===== src/verilog/wbfifo_pkg.sv =====
// Shared sizes and encodings for the Wishbone ring FIFO
package wbfifo_pkg;

  // --------------------------------------------------------------------
  // Sizes
  // --------------------------------------------------------------------

  // Number of entries in the ring, deliberately not a power of two
  localparam int fifo_depth = 6;

  // Width of one data word on the bus and in the storage array
  localparam int data_w = 32;

  // Pointer width covers entry indices 0 to fifo_depth-1
  localparam int ptr_w = 3;

  // Occupancy needs one more state than the pointers (0 to fifo_depth)
  localparam int cnt_w = 3;

  // Largest number of entries that one DROP access may discard
  localparam int max_drop = 4;

  // Width of an increment, wide enough to hold max_drop
  localparam int incr_w = 3;

  // Word address width of the slave port
  localparam int adr_w = 2;

  // --------------------------------------------------------------------
  // Encodings
  // --------------------------------------------------------------------

  // Register map, one opcode per word address
  typedef enum logic [adr_w-1:0] {
    reg_data   = 2'd0,  // write pushes, read pops
    reg_status = 2'd1,  // read only
    reg_drop   = 2'd2,  // write only
    reg_flush  = 2'd3   // write only
  } reg_addr_e;

  // Bus handshake state of the slave
  typedef enum logic [0:0] {
    st_idle = 1'b0,
    st_ack  = 1'b1
  } wb_state_e;

endpackage : wbfifo_pkg


===== src/verilog/fifo_ctrl_if.sv =====
// Control and status link between the register block and the pointer logic
interface fifo_ctrl_if
  import wbfifo_pkg::*;
();

  // Requests from the register block, each lasting one cycle
  logic              push;
  logic [incr_w-1:0] pop_amount;
  logic              flush;

  // Occupancy and flags from the pointer side
  logic [cnt_w-1:0]  count;
  logic              full;
  logic              empty;
  logic              overflow;  // sticky until a flush

  // Register block side issues requests and watches status
  modport regs (
    output push, pop_amount, flush,
    input  count, full, empty, overflow
  );

  // Pointer side acts on requests and reports status
  modport ptr (
    input  push, pop_amount, flush,
    output count, full, empty, overflow
  );

endinterface : fifo_ctrl_if


===== src/verilog/counter_incr.sv =====
// Wrapping counter that steps by a variable amount each cycle
//
// The counter wraps past fifo_depth-1 back to 0, which is not a power of two,
// so the wrap is done by an explicit subtraction instead of dropping carry bits
module counter_incr
  import wbfifo_pkg::*;
(
  input  logic              clk,
  input  logic              rst_n,
  input  logic              reinit,
  input  logic [ptr_w-1:0]  initial_value,
  input  logic              incr_valid,
  input  logic [incr_w-1:0] incr,
  output logic [ptr_w-1:0]  value,
  output logic [ptr_w-1:0]  value_next
);

  // --------------------------------------------------------------------
  // Next value
  // --------------------------------------------------------------------

  // Start point of the step; reinit lets an increment apply to the initial value
  logic [ptr_w-1:0] base;
  // One extra bit holds the largest sum (fifo_depth-1 + max_drop)
  logic [ptr_w:0]   value_temp;
  // Sum with one full ring length taken off
  logic [ptr_w-1:0] value_wrapped;

  assign base = reinit ? initial_value : value;

  // An increment only counts when it is marked valid
  assign value_temp = {1'b0, base} + (incr_valid ? (ptr_w + 1)'(incr) : '0);

  // Since the step never exceeds one ring length, one subtraction is enough
  assign value_wrapped = ptr_w'(value_temp - (ptr_w + 1)'(fifo_depth));

  // Sums past the last entry fold back to the start of the ring
  assign value_next = (value_temp > (ptr_w + 1)'(fifo_depth - 1)) ?
                      value_wrapped : value_temp[ptr_w-1:0];

  // --------------------------------------------------------------------
  // State register
  // --------------------------------------------------------------------

  // Hold the value unless something asks it to move
  always_ff @(posedge clk) begin
    if (!rst_n) begin
      value <= '0;
    end else if (incr_valid || reinit) begin
      value <= value_next;
    end
  end

  // --------------------------------------------------------------------
  // Checks
  // --------------------------------------------------------------------

  // The registered value never leaves the ring
  value_in_range_a: assert property (
    @(posedge clk) disable iff (!rst_n)
    value < ptr_w'(fifo_depth)
  );

  // What value_next predicts is what the register holds one cycle later
  value_next_propagates_a: assert property (
    @(posedge clk) disable iff (!rst_n)
    $past(rst_n) |-> value == $past(value_next)
  );

  // A bare reinit lands exactly on the initial value
  reinit_no_incr_a: assert property (
    @(posedge clk) disable iff (!rst_n)
    reinit && !incr_valid |=> value == $past(initial_value)
  );

endmodule : counter_incr


===== src/verilog/ring_pointers.sv =====
// Read and write pointers of the ring, plus occupancy and flags
module ring_pointers
  import wbfifo_pkg::*;
(
  input  logic             clk,
  input  logic             rst_n,
  fifo_ctrl_if.ptr         ctrl,
  output logic [ptr_w-1:0] rd_ptr,
  output logic [ptr_w-1:0] wr_ptr,
  output logic             wr_en
);

  // Occupancy register
  logic [cnt_w-1:0] count_q;
  // Sticky flag for a push that found no room
  logic             overflow_q;
  // Read counter moves whenever some entries are popped
  logic             pop_valid;

  // --------------------------------------------------------------------
  // Push and pop qualification
  // --------------------------------------------------------------------

  // Full is only tested here; a push into a full ring is dropped silently
  assign wr_en = ctrl.push && !ctrl.full && !ctrl.flush;

  // The register block has already clamped the pop amount to the count
  assign pop_valid = (ctrl.pop_amount != '0) && !ctrl.flush;

  // --------------------------------------------------------------------
  // Pointers
  // --------------------------------------------------------------------

  // Write pointer steps by one per accepted push
  counter_incr i_wr_cnt (
    .clk           (clk),
    .rst_n         (rst_n),
    .reinit        (ctrl.flush),
    .initial_value ('0),
    .incr_valid    (wr_en),
    .incr          (incr_w'(1)),
    .value         (wr_ptr),
    .value_next    ()
  );

  // Read pointer steps by the pop amount, which may be up to max_drop
  counter_incr i_rd_cnt (
    .clk           (clk),
    .rst_n         (rst_n),
    .reinit        (ctrl.flush),
    .initial_value ('0),
    .incr_valid    (pop_valid),
    .incr          (ctrl.pop_amount),
    .value         (rd_ptr),
    .value_next    ()
  );

  // --------------------------------------------------------------------
  // Occupancy and flags
  // --------------------------------------------------------------------

  // Count follows the pointers on the same edge; flush clears everything
  always_ff @(posedge clk) begin
    if (!rst_n) begin
      count_q    <= '0;
      overflow_q <= 1'b0;
    end else if (ctrl.flush) begin
      count_q    <= '0;
      overflow_q <= 1'b0;
    end else begin
      count_q <= count_q + cnt_w'(wr_en) - cnt_w'(ctrl.pop_amount);
      // Remember a push that was thrown away
      if (ctrl.push && ctrl.full) begin
        overflow_q <= 1'b1;
      end
    end
  end

  assign ctrl.count    = count_q;
  assign ctrl.full     = (count_q == cnt_w'(fifo_depth));
  assign ctrl.empty    = (count_q == '0);
  assign ctrl.overflow = overflow_q;

  // Occupancy never goes past the ring size
  count_in_range_a: assert property (
    @(posedge clk) disable iff (!rst_n)
    count_q <= cnt_w'(fifo_depth)
  );

  // The two counters and the count agree: write leads read by count entries
  ptr_count_agree_a: assert property (
    @(posedge clk) disable iff (!rst_n)
    ((int'(rd_ptr) + int'(count_q)) % fifo_depth) == int'(wr_ptr)
  );

endmodule : ring_pointers


===== src/verilog/ring_storage.sv =====
// Entry array of the ring
//
// One write port that lands at the clock edge and one read port
// that follows rd_ptr with no register in between
module ring_storage
  import wbfifo_pkg::*;
(
  input  logic              clk,
  input  logic              wr_en,
  input  logic [ptr_w-1:0]  wr_ptr,
  input  logic [data_w-1:0] wdata,
  input  logic [ptr_w-1:0]  rd_ptr,
  output logic [data_w-1:0] rdata
);

  // --------------------------------------------------------------------
  // Storage
  // --------------------------------------------------------------------

  // The queued words sit in the entries from rd_ptr up to wr_ptr
  logic [data_w-1:0] mem [fifo_depth];

  // Write only accepted pushes; the pointer side has already checked for room
  always_ff @(posedge clk) begin
    if (wr_en) begin
      mem[wr_ptr] <= wdata;
    end
  end

  // --------------------------------------------------------------------
  // Head word
  // --------------------------------------------------------------------

  // The oldest entry is always at the read pointer
  // The register block decides whether it is valid by looking at empty
  assign rdata = mem[rd_ptr];

endmodule : ring_storage


===== src/verilog/wb_fifo_regs.sv =====
// Wishbone classic slave that maps bus accesses onto FIFO requests
//
// Every access takes two cycles: the request is seen in idle, ack follows
// for one cycle, and then the slave rests in idle for at least one cycle
module wb_fifo_regs
  import wbfifo_pkg::*;
(
  input  logic              clk,
  input  logic              rst_n,
  input  logic              wb_cyc,
  input  logic              wb_stb,
  input  logic              wb_we,
  input  reg_addr_e         wb_adr,
  input  logic [data_w-1:0] wb_wdata,
  output logic [data_w-1:0] wb_rdata,
  output logic              wb_ack,
  fifo_ctrl_if.regs         ctrl,
  input  logic [data_w-1:0] head,
  output logic [data_w-1:0] push_data
);

  wb_state_e         state;
  wb_state_e         state_nxt;
  // High for exactly one cycle per access, on the edge that raises ack
  logic              access;
  // Requested drop limited to max_drop, then to the current count
  logic [incr_w-1:0] drop_req;
  logic [incr_w-1:0] drop_amt;
  // Read data selected at access time and held through the ack cycle
  logic [data_w-1:0] rd_mux;
  logic [data_w-1:0] rdata_q;

  // --------------------------------------------------------------------
  // Bus handshake
  // --------------------------------------------------------------------

  always_comb begin
    state_nxt = state;
    case (state)
      st_idle: if (wb_cyc && wb_stb) state_nxt = st_ack;
      st_ack:  state_nxt = st_idle;
      default: state_nxt = st_idle;
    endcase
  end

  always_ff @(posedge clk) begin
    if (!rst_n) begin
      state <= st_idle;
    end else begin
      state <= state_nxt;
    end
  end

  assign access = (state == st_idle) && wb_cyc && wb_stb;
  assign wb_ack = (state == st_ack);

  // --------------------------------------------------------------------
  // Side effects
  // --------------------------------------------------------------------

  // Large requests are cut down to what one access may remove
  assign drop_req = (wb_wdata > data_w'(max_drop)) ? incr_w'(max_drop) : incr_w'(wb_wdata);
  // Never drop more than is stored, so the pointer side need not check
  assign drop_amt = (incr_w'(ctrl.count) < drop_req) ? incr_w'(ctrl.count) : drop_req;

  // Pushes are passed on even when full; the pointer side decides
  always_comb begin
    ctrl.push       = 1'b0;
    ctrl.pop_amount = '0;
    ctrl.flush      = 1'b0;
    if (access) begin
      if (wb_we) begin
        case (wb_adr)
          reg_data:  ctrl.push = 1'b1;
          reg_drop:  ctrl.pop_amount = drop_amt;
          reg_flush: ctrl.flush = 1'b1;
          default:   ctrl.push = 1'b0;
        endcase
      end else if (wb_adr == reg_data && !ctrl.empty) begin
        // A data read consumes the head word
        ctrl.pop_amount = incr_w'(1);
      end
    end
  end

  assign push_data = wb_wdata;

  // --------------------------------------------------------------------
  // Read data
  // --------------------------------------------------------------------

  always_comb begin
    rd_mux = '0;
    case (wb_adr)
      reg_data: begin
        // An empty FIFO reads as zero rather than a stale entry
        if (!ctrl.empty) rd_mux = head;
      end
      reg_status: begin
        rd_mux[cnt_w-1:0] = ctrl.count;
        rd_mux[4]         = ctrl.empty;
        rd_mux[5]         = ctrl.full;
        rd_mux[8]         = ctrl.overflow;
      end
      default: rd_mux = '0;
    endcase
  end

  // Captured before the pop lands, so the popped word is what ack returns
  always_ff @(posedge clk) begin
    if (access) begin
      rdata_q <= rd_mux;
    end
  end

  assign wb_rdata = rdata_q;

  // The master keeps its cycle open until it sees ack
  ack_in_cycle_a: assert property (
    @(posedge clk) disable iff (!rst_n)
    wb_ack |-> wb_cyc
  );

endmodule : wb_fifo_regs


===== src/verilog/wb_ring_fifo.sv =====
// Six-entry FIFO of 32-bit words behind a Wishbone classic slave port
module wb_ring_fifo
  import wbfifo_pkg::*;
(
  input  logic              clk,
  input  logic              rst_n,
  input  logic              wb_cyc,
  input  logic              wb_stb,
  input  logic              wb_we,
  input  logic [adr_w-1:0]  wb_adr,
  input  logic [data_w-1:0] wb_wdata,
  output logic [data_w-1:0] wb_rdata,
  output logic              wb_ack
);

  // --------------------------------------------------------------------
  // Internal links
  // --------------------------------------------------------------------

  // Requests and status between the register block and the pointers
  fifo_ctrl_if i_ctrl ();

  // Storage addressing comes straight from the pointer counters
  logic [ptr_w-1:0]  rd_ptr;
  logic [ptr_w-1:0]  wr_ptr;
  logic              wr_en;
  // Oldest stored word, and the word a push would store
  logic [data_w-1:0] head;
  logic [data_w-1:0] push_data;

  // --------------------------------------------------------------------
  // Blocks
  // --------------------------------------------------------------------

  // Bus decode; the raw address is read as a register map opcode
  wb_fifo_regs i_regs (
    .clk       (clk),
    .rst_n     (rst_n),
    .wb_cyc    (wb_cyc),
    .wb_stb    (wb_stb),
    .wb_we     (wb_we),
    .wb_adr    (reg_addr_e'(wb_adr)),
    .wb_wdata  (wb_wdata),
    .wb_rdata  (wb_rdata),
    .wb_ack    (wb_ack),
    .ctrl      (i_ctrl.regs),
    .head      (head),
    .push_data (push_data)
  );

  // Pointer counters, occupancy and overflow tracking
  ring_pointers i_ptrs (
    .clk    (clk),
    .rst_n  (rst_n),
    .ctrl   (i_ctrl.ptr),
    .rd_ptr (rd_ptr),
    .wr_ptr (wr_ptr),
    .wr_en  (wr_en)
  );

  // Entry array, written only for pushes that found room
  ring_storage i_mem (
    .clk    (clk),
    .wr_en  (wr_en),
    .wr_ptr (wr_ptr),
    .wdata  (push_data),
    .rd_ptr (rd_ptr),
    .rdata  (head)
  );

endmodule : wb_ring_fifo


===== config.mk =====
export PLATFORM = sky130hd
export DESIGN_NAME = wb_ring_fifo
export DESIGN_NICKNAME = d
export VERILOG_FILES = /design/src/verilog/wbfifo_pkg.sv /design/src/verilog/fifo_ctrl_if.sv /design/src/verilog/counter_incr.sv /design/src/verilog/ring_pointers.sv /design/src/verilog/ring_storage.sv /design/src/verilog/wb_fifo_regs.sv /design/src/verilog/wb_ring_fifo.sv
export SDC_FILE = /design/constraint.sdc
export NUM_CORES = 1
export LEC_CHECK = 0
export ABC_AREA = 1
export ABC_CLOCK_PERIOD_IN_PS = 12730
export CAP_MARGIN = 20
export CORE_MARGIN = 2
export CORE_UTILIZATION = 43
export CTS_CLUSTER_SIZE = 14
export DETAILED_ROUTE_END_ITERATION = 8
export DONT_BUFFER_PORTS = 1
export PLACE_DENSITY = 0.68
export SETUP_SLACK_MARGIN = 0.2
export SLEW_MARGIN = 25
export SYNTH_ARGS = -nofsm -noshare
export SYNTH_HDL_FRONTEND = slang
export SYNTH_HIERARCHICAL = 1
export SYNTH_SLANG_ARGS = --single-unit

===== constraint.sdc =====
create_clock -name clk -period 12.73 [get_ports clk]
set_input_delay 3.819 -clock clk [delete_from_list [all_inputs] [get_ports clk]]
set_output_delay 3.819 -clock clk [all_outputs]
set_load 0.01 [all_outputs]

==> metrics <==
outcome completed; Core ar. 0.0235 mm²; top cell family by delay on the critical path simple AND/OR/NAND/NOR gates; Peak Freq 147 MHz; global-route wire length before repair 33200 µm; Die H 159 µm; crit path buf inv count 3; IO Count 72; hold buffers post-CTS 0; Reg clk slew, reported paths 0.06 ns; Final Skew 0.0175 ns; maximum level of the CTS H-tree 1; Final Critical Period 6.82 ns; mapped cell area 0.0104 mm²; r2r setup slk 9.19 ns; clk sinks 235; synthesized netlist cell count 956; DRC violations left 0; fin crit share 53.6%; CP Launch Type input port; layout cells sized above 1 8.98%; Num CTS Buffers 25; Setup CP Type input port to flop; # diodes 0; row count 56; drt wl/cell 16.7 µm; total wire length 21100 µm; RePlAce Congestion 0.848; crit path to i_ptrs/i_rd_cnt/value[2]; Worst R2R Path Depth 19; vias in the first global route 5967; initial antenna violation count 0; Congestion Overflow GR 0; CTS tree yes; via count 6285; synth warn 6; RSZ-0062 raised after global routing false; clock tree buffer depth 3; max cap viols 0; Power Dens Cells 141 mW/mm²; port bufs 0; Critical Path RT 13.14 ns; Crit. Startpoint wb_wdata[29]; Crit Path Max Fanout 7; CP endpoint kind flop; commonest non-fill, non-tap cells in the layout nand2_1 (233), edfxtp_1 (224), nor2_1 (124); Die W 159 µm; DIE AREA 0.0253 mm²; drt first pass iters 5; clk root buf clkbuf_16; final setup fails 0; r2r endpoint i_ptrs/i_wr_cnt/value[2]; post-DP HPWL 11400 µm; Via density 4.96; later-pin clock latency in the skew report 0.51 ns; worst stage delay on the critical path 0.46 ns; Worst-Margin Slew 0.969 ns; maximum vdd drop 0.119 mV; post-CTS sizing 0; HP Class flop to flop; setup bufs post-CTS 0; max-slew violation count 0; total global-route track usage 16.6%; leading cell type in the layout, fill and taps excluded nand2_1; Arr. time, crit path 7.23 ns; Cell Chain, Critical Path or2_0 > nor2_1 > nand2_1 > nor2_4 > nand2_1 > nor2_1 > ha_1 > a21oi_1 > nand2_2 > nand2_2 > nand3_2 > a21oi_2 > nor2_1 > a21oi_1 > nand2_1 > inv_1 > ha_1 > fa_1 > inv_1 > nor2_2 > nand2_2 > nand3_2 > nand2_1 > inv_1; Layout Nets 985; final hold vios 0; CP Depth 24; initial core utilization 44.0%; Area Overhead vs Synth 8.22%; CP dominant cell by count nand2_1; synthesized area per cell 10.8 µm²; fin worst setup slack 5.91 ns; setup TNS 0 ns; Lkg Pwr 0.00425 µW; initial DRC count 493; worst r2r src i_regs/wb_ack; largest net degree at the start of global routing 98; Slowest cell on crit path fa_1; Max-slew headroom 35.4%; Antenna Nets Post-Route 0; Post-Place Setup Slack 5.41 ns
==> metal layers <==
metal | routed length, µm | global-route usage, % | vias to the layer above
met2 | 10200 | 27.9 | 170
li1 | - | - | 3108
met1 | 9070 | 21.9 | 2971
met5 | 0 | 0 | -
met3 | 1300 | 3.31 | 36
met4 | 501 | 4.75 | 0
==> sequential cells by signal, indices dropped and copies added (netlist names) <==
name,count
i_regs/wb_ack,1
i_ptrs/i_wr_cnt/value,3
i_ptrs/ctrl.overflow,1
i_mem/mem,192
i_regs/wb_rdata,32
i_ptrs/i_rd_cnt/value,3
i_ptrs/ctrl.count,3
==> cell type report <==
cell class                      instances  area, µm²
Fill cell                            2155      12300
Sequential cell                       235       6950
Multi-Input combinational cell        577       2710
Clock buffer                           33        656
Tap cell                              319        399
Inverter                               81        307
Timing Repair Buffer                   12        110
Clock inverter                          9       75.1
==> through the flow <==
stage	power, µW	instances	utilization [%]	hold slack, ns	cell area, µm²
floorplan	935	963	-	0.440	10400
global placement	940	1223	44.4	0.457	10400
detailed placement	941	1223	44.4	0.456	10400
CTS	1600	1265	47.5	0.470	11200
global route	1640	1266	47.6	0.497	11200
finish	1580	1266	47.6	0.469	11200
==> power by group <==
part | total (µW) | leakage [µW] | switching (µW) | internal [µW]
Clock | 654 | 0.000349 | 274 | 380
Combinational | 64.3 | 0.00178 | 44.7 | 19.6
Sequential | 861 | 0.00212 | 6.33 | 855
Total | 1580 | 0.00425 | 325 | 1250
==> how the worst min path moves through the flow <==
stage / startpoint / to / slack (ns) / cells past startpoint
final: i_ptrs/ctrl.overflow / i_ptrs/ctrl.overflow / 0.47 / 2
after global routing: i_ptrs/ctrl.overflow / i_ptrs/ctrl.overflow / 0.50 / 2
after CTS: i_ptrs/ctrl.overflow / i_ptrs/ctrl.overflow / 0.47 / 2
after detailed placement: i_ptrs/ctrl.overflow / i_ptrs/ctrl.overflow / 0.46 / 2
after global placement: i_ptrs/ctrl.overflow / i_ptrs/ctrl.overflow / 0.46 / 2
after floorplan: i_ptrs/ctrl.overflow / i_ptrs/ctrl.overflow / 0.44 / 2
==> worst reg2reg max path, delay by kind of cell, from the launching register on <==
family | cells | cell delay, ns
buffers and inverters | 5 | 0.74
AND/OR/NAND/NOR | 12 | 1.70
adder cells (fa/ha/maj) | 2 | 0.65
flip-flops | 1 | 0.37
No activity file was read; power rests on OpenSTA's default activity.
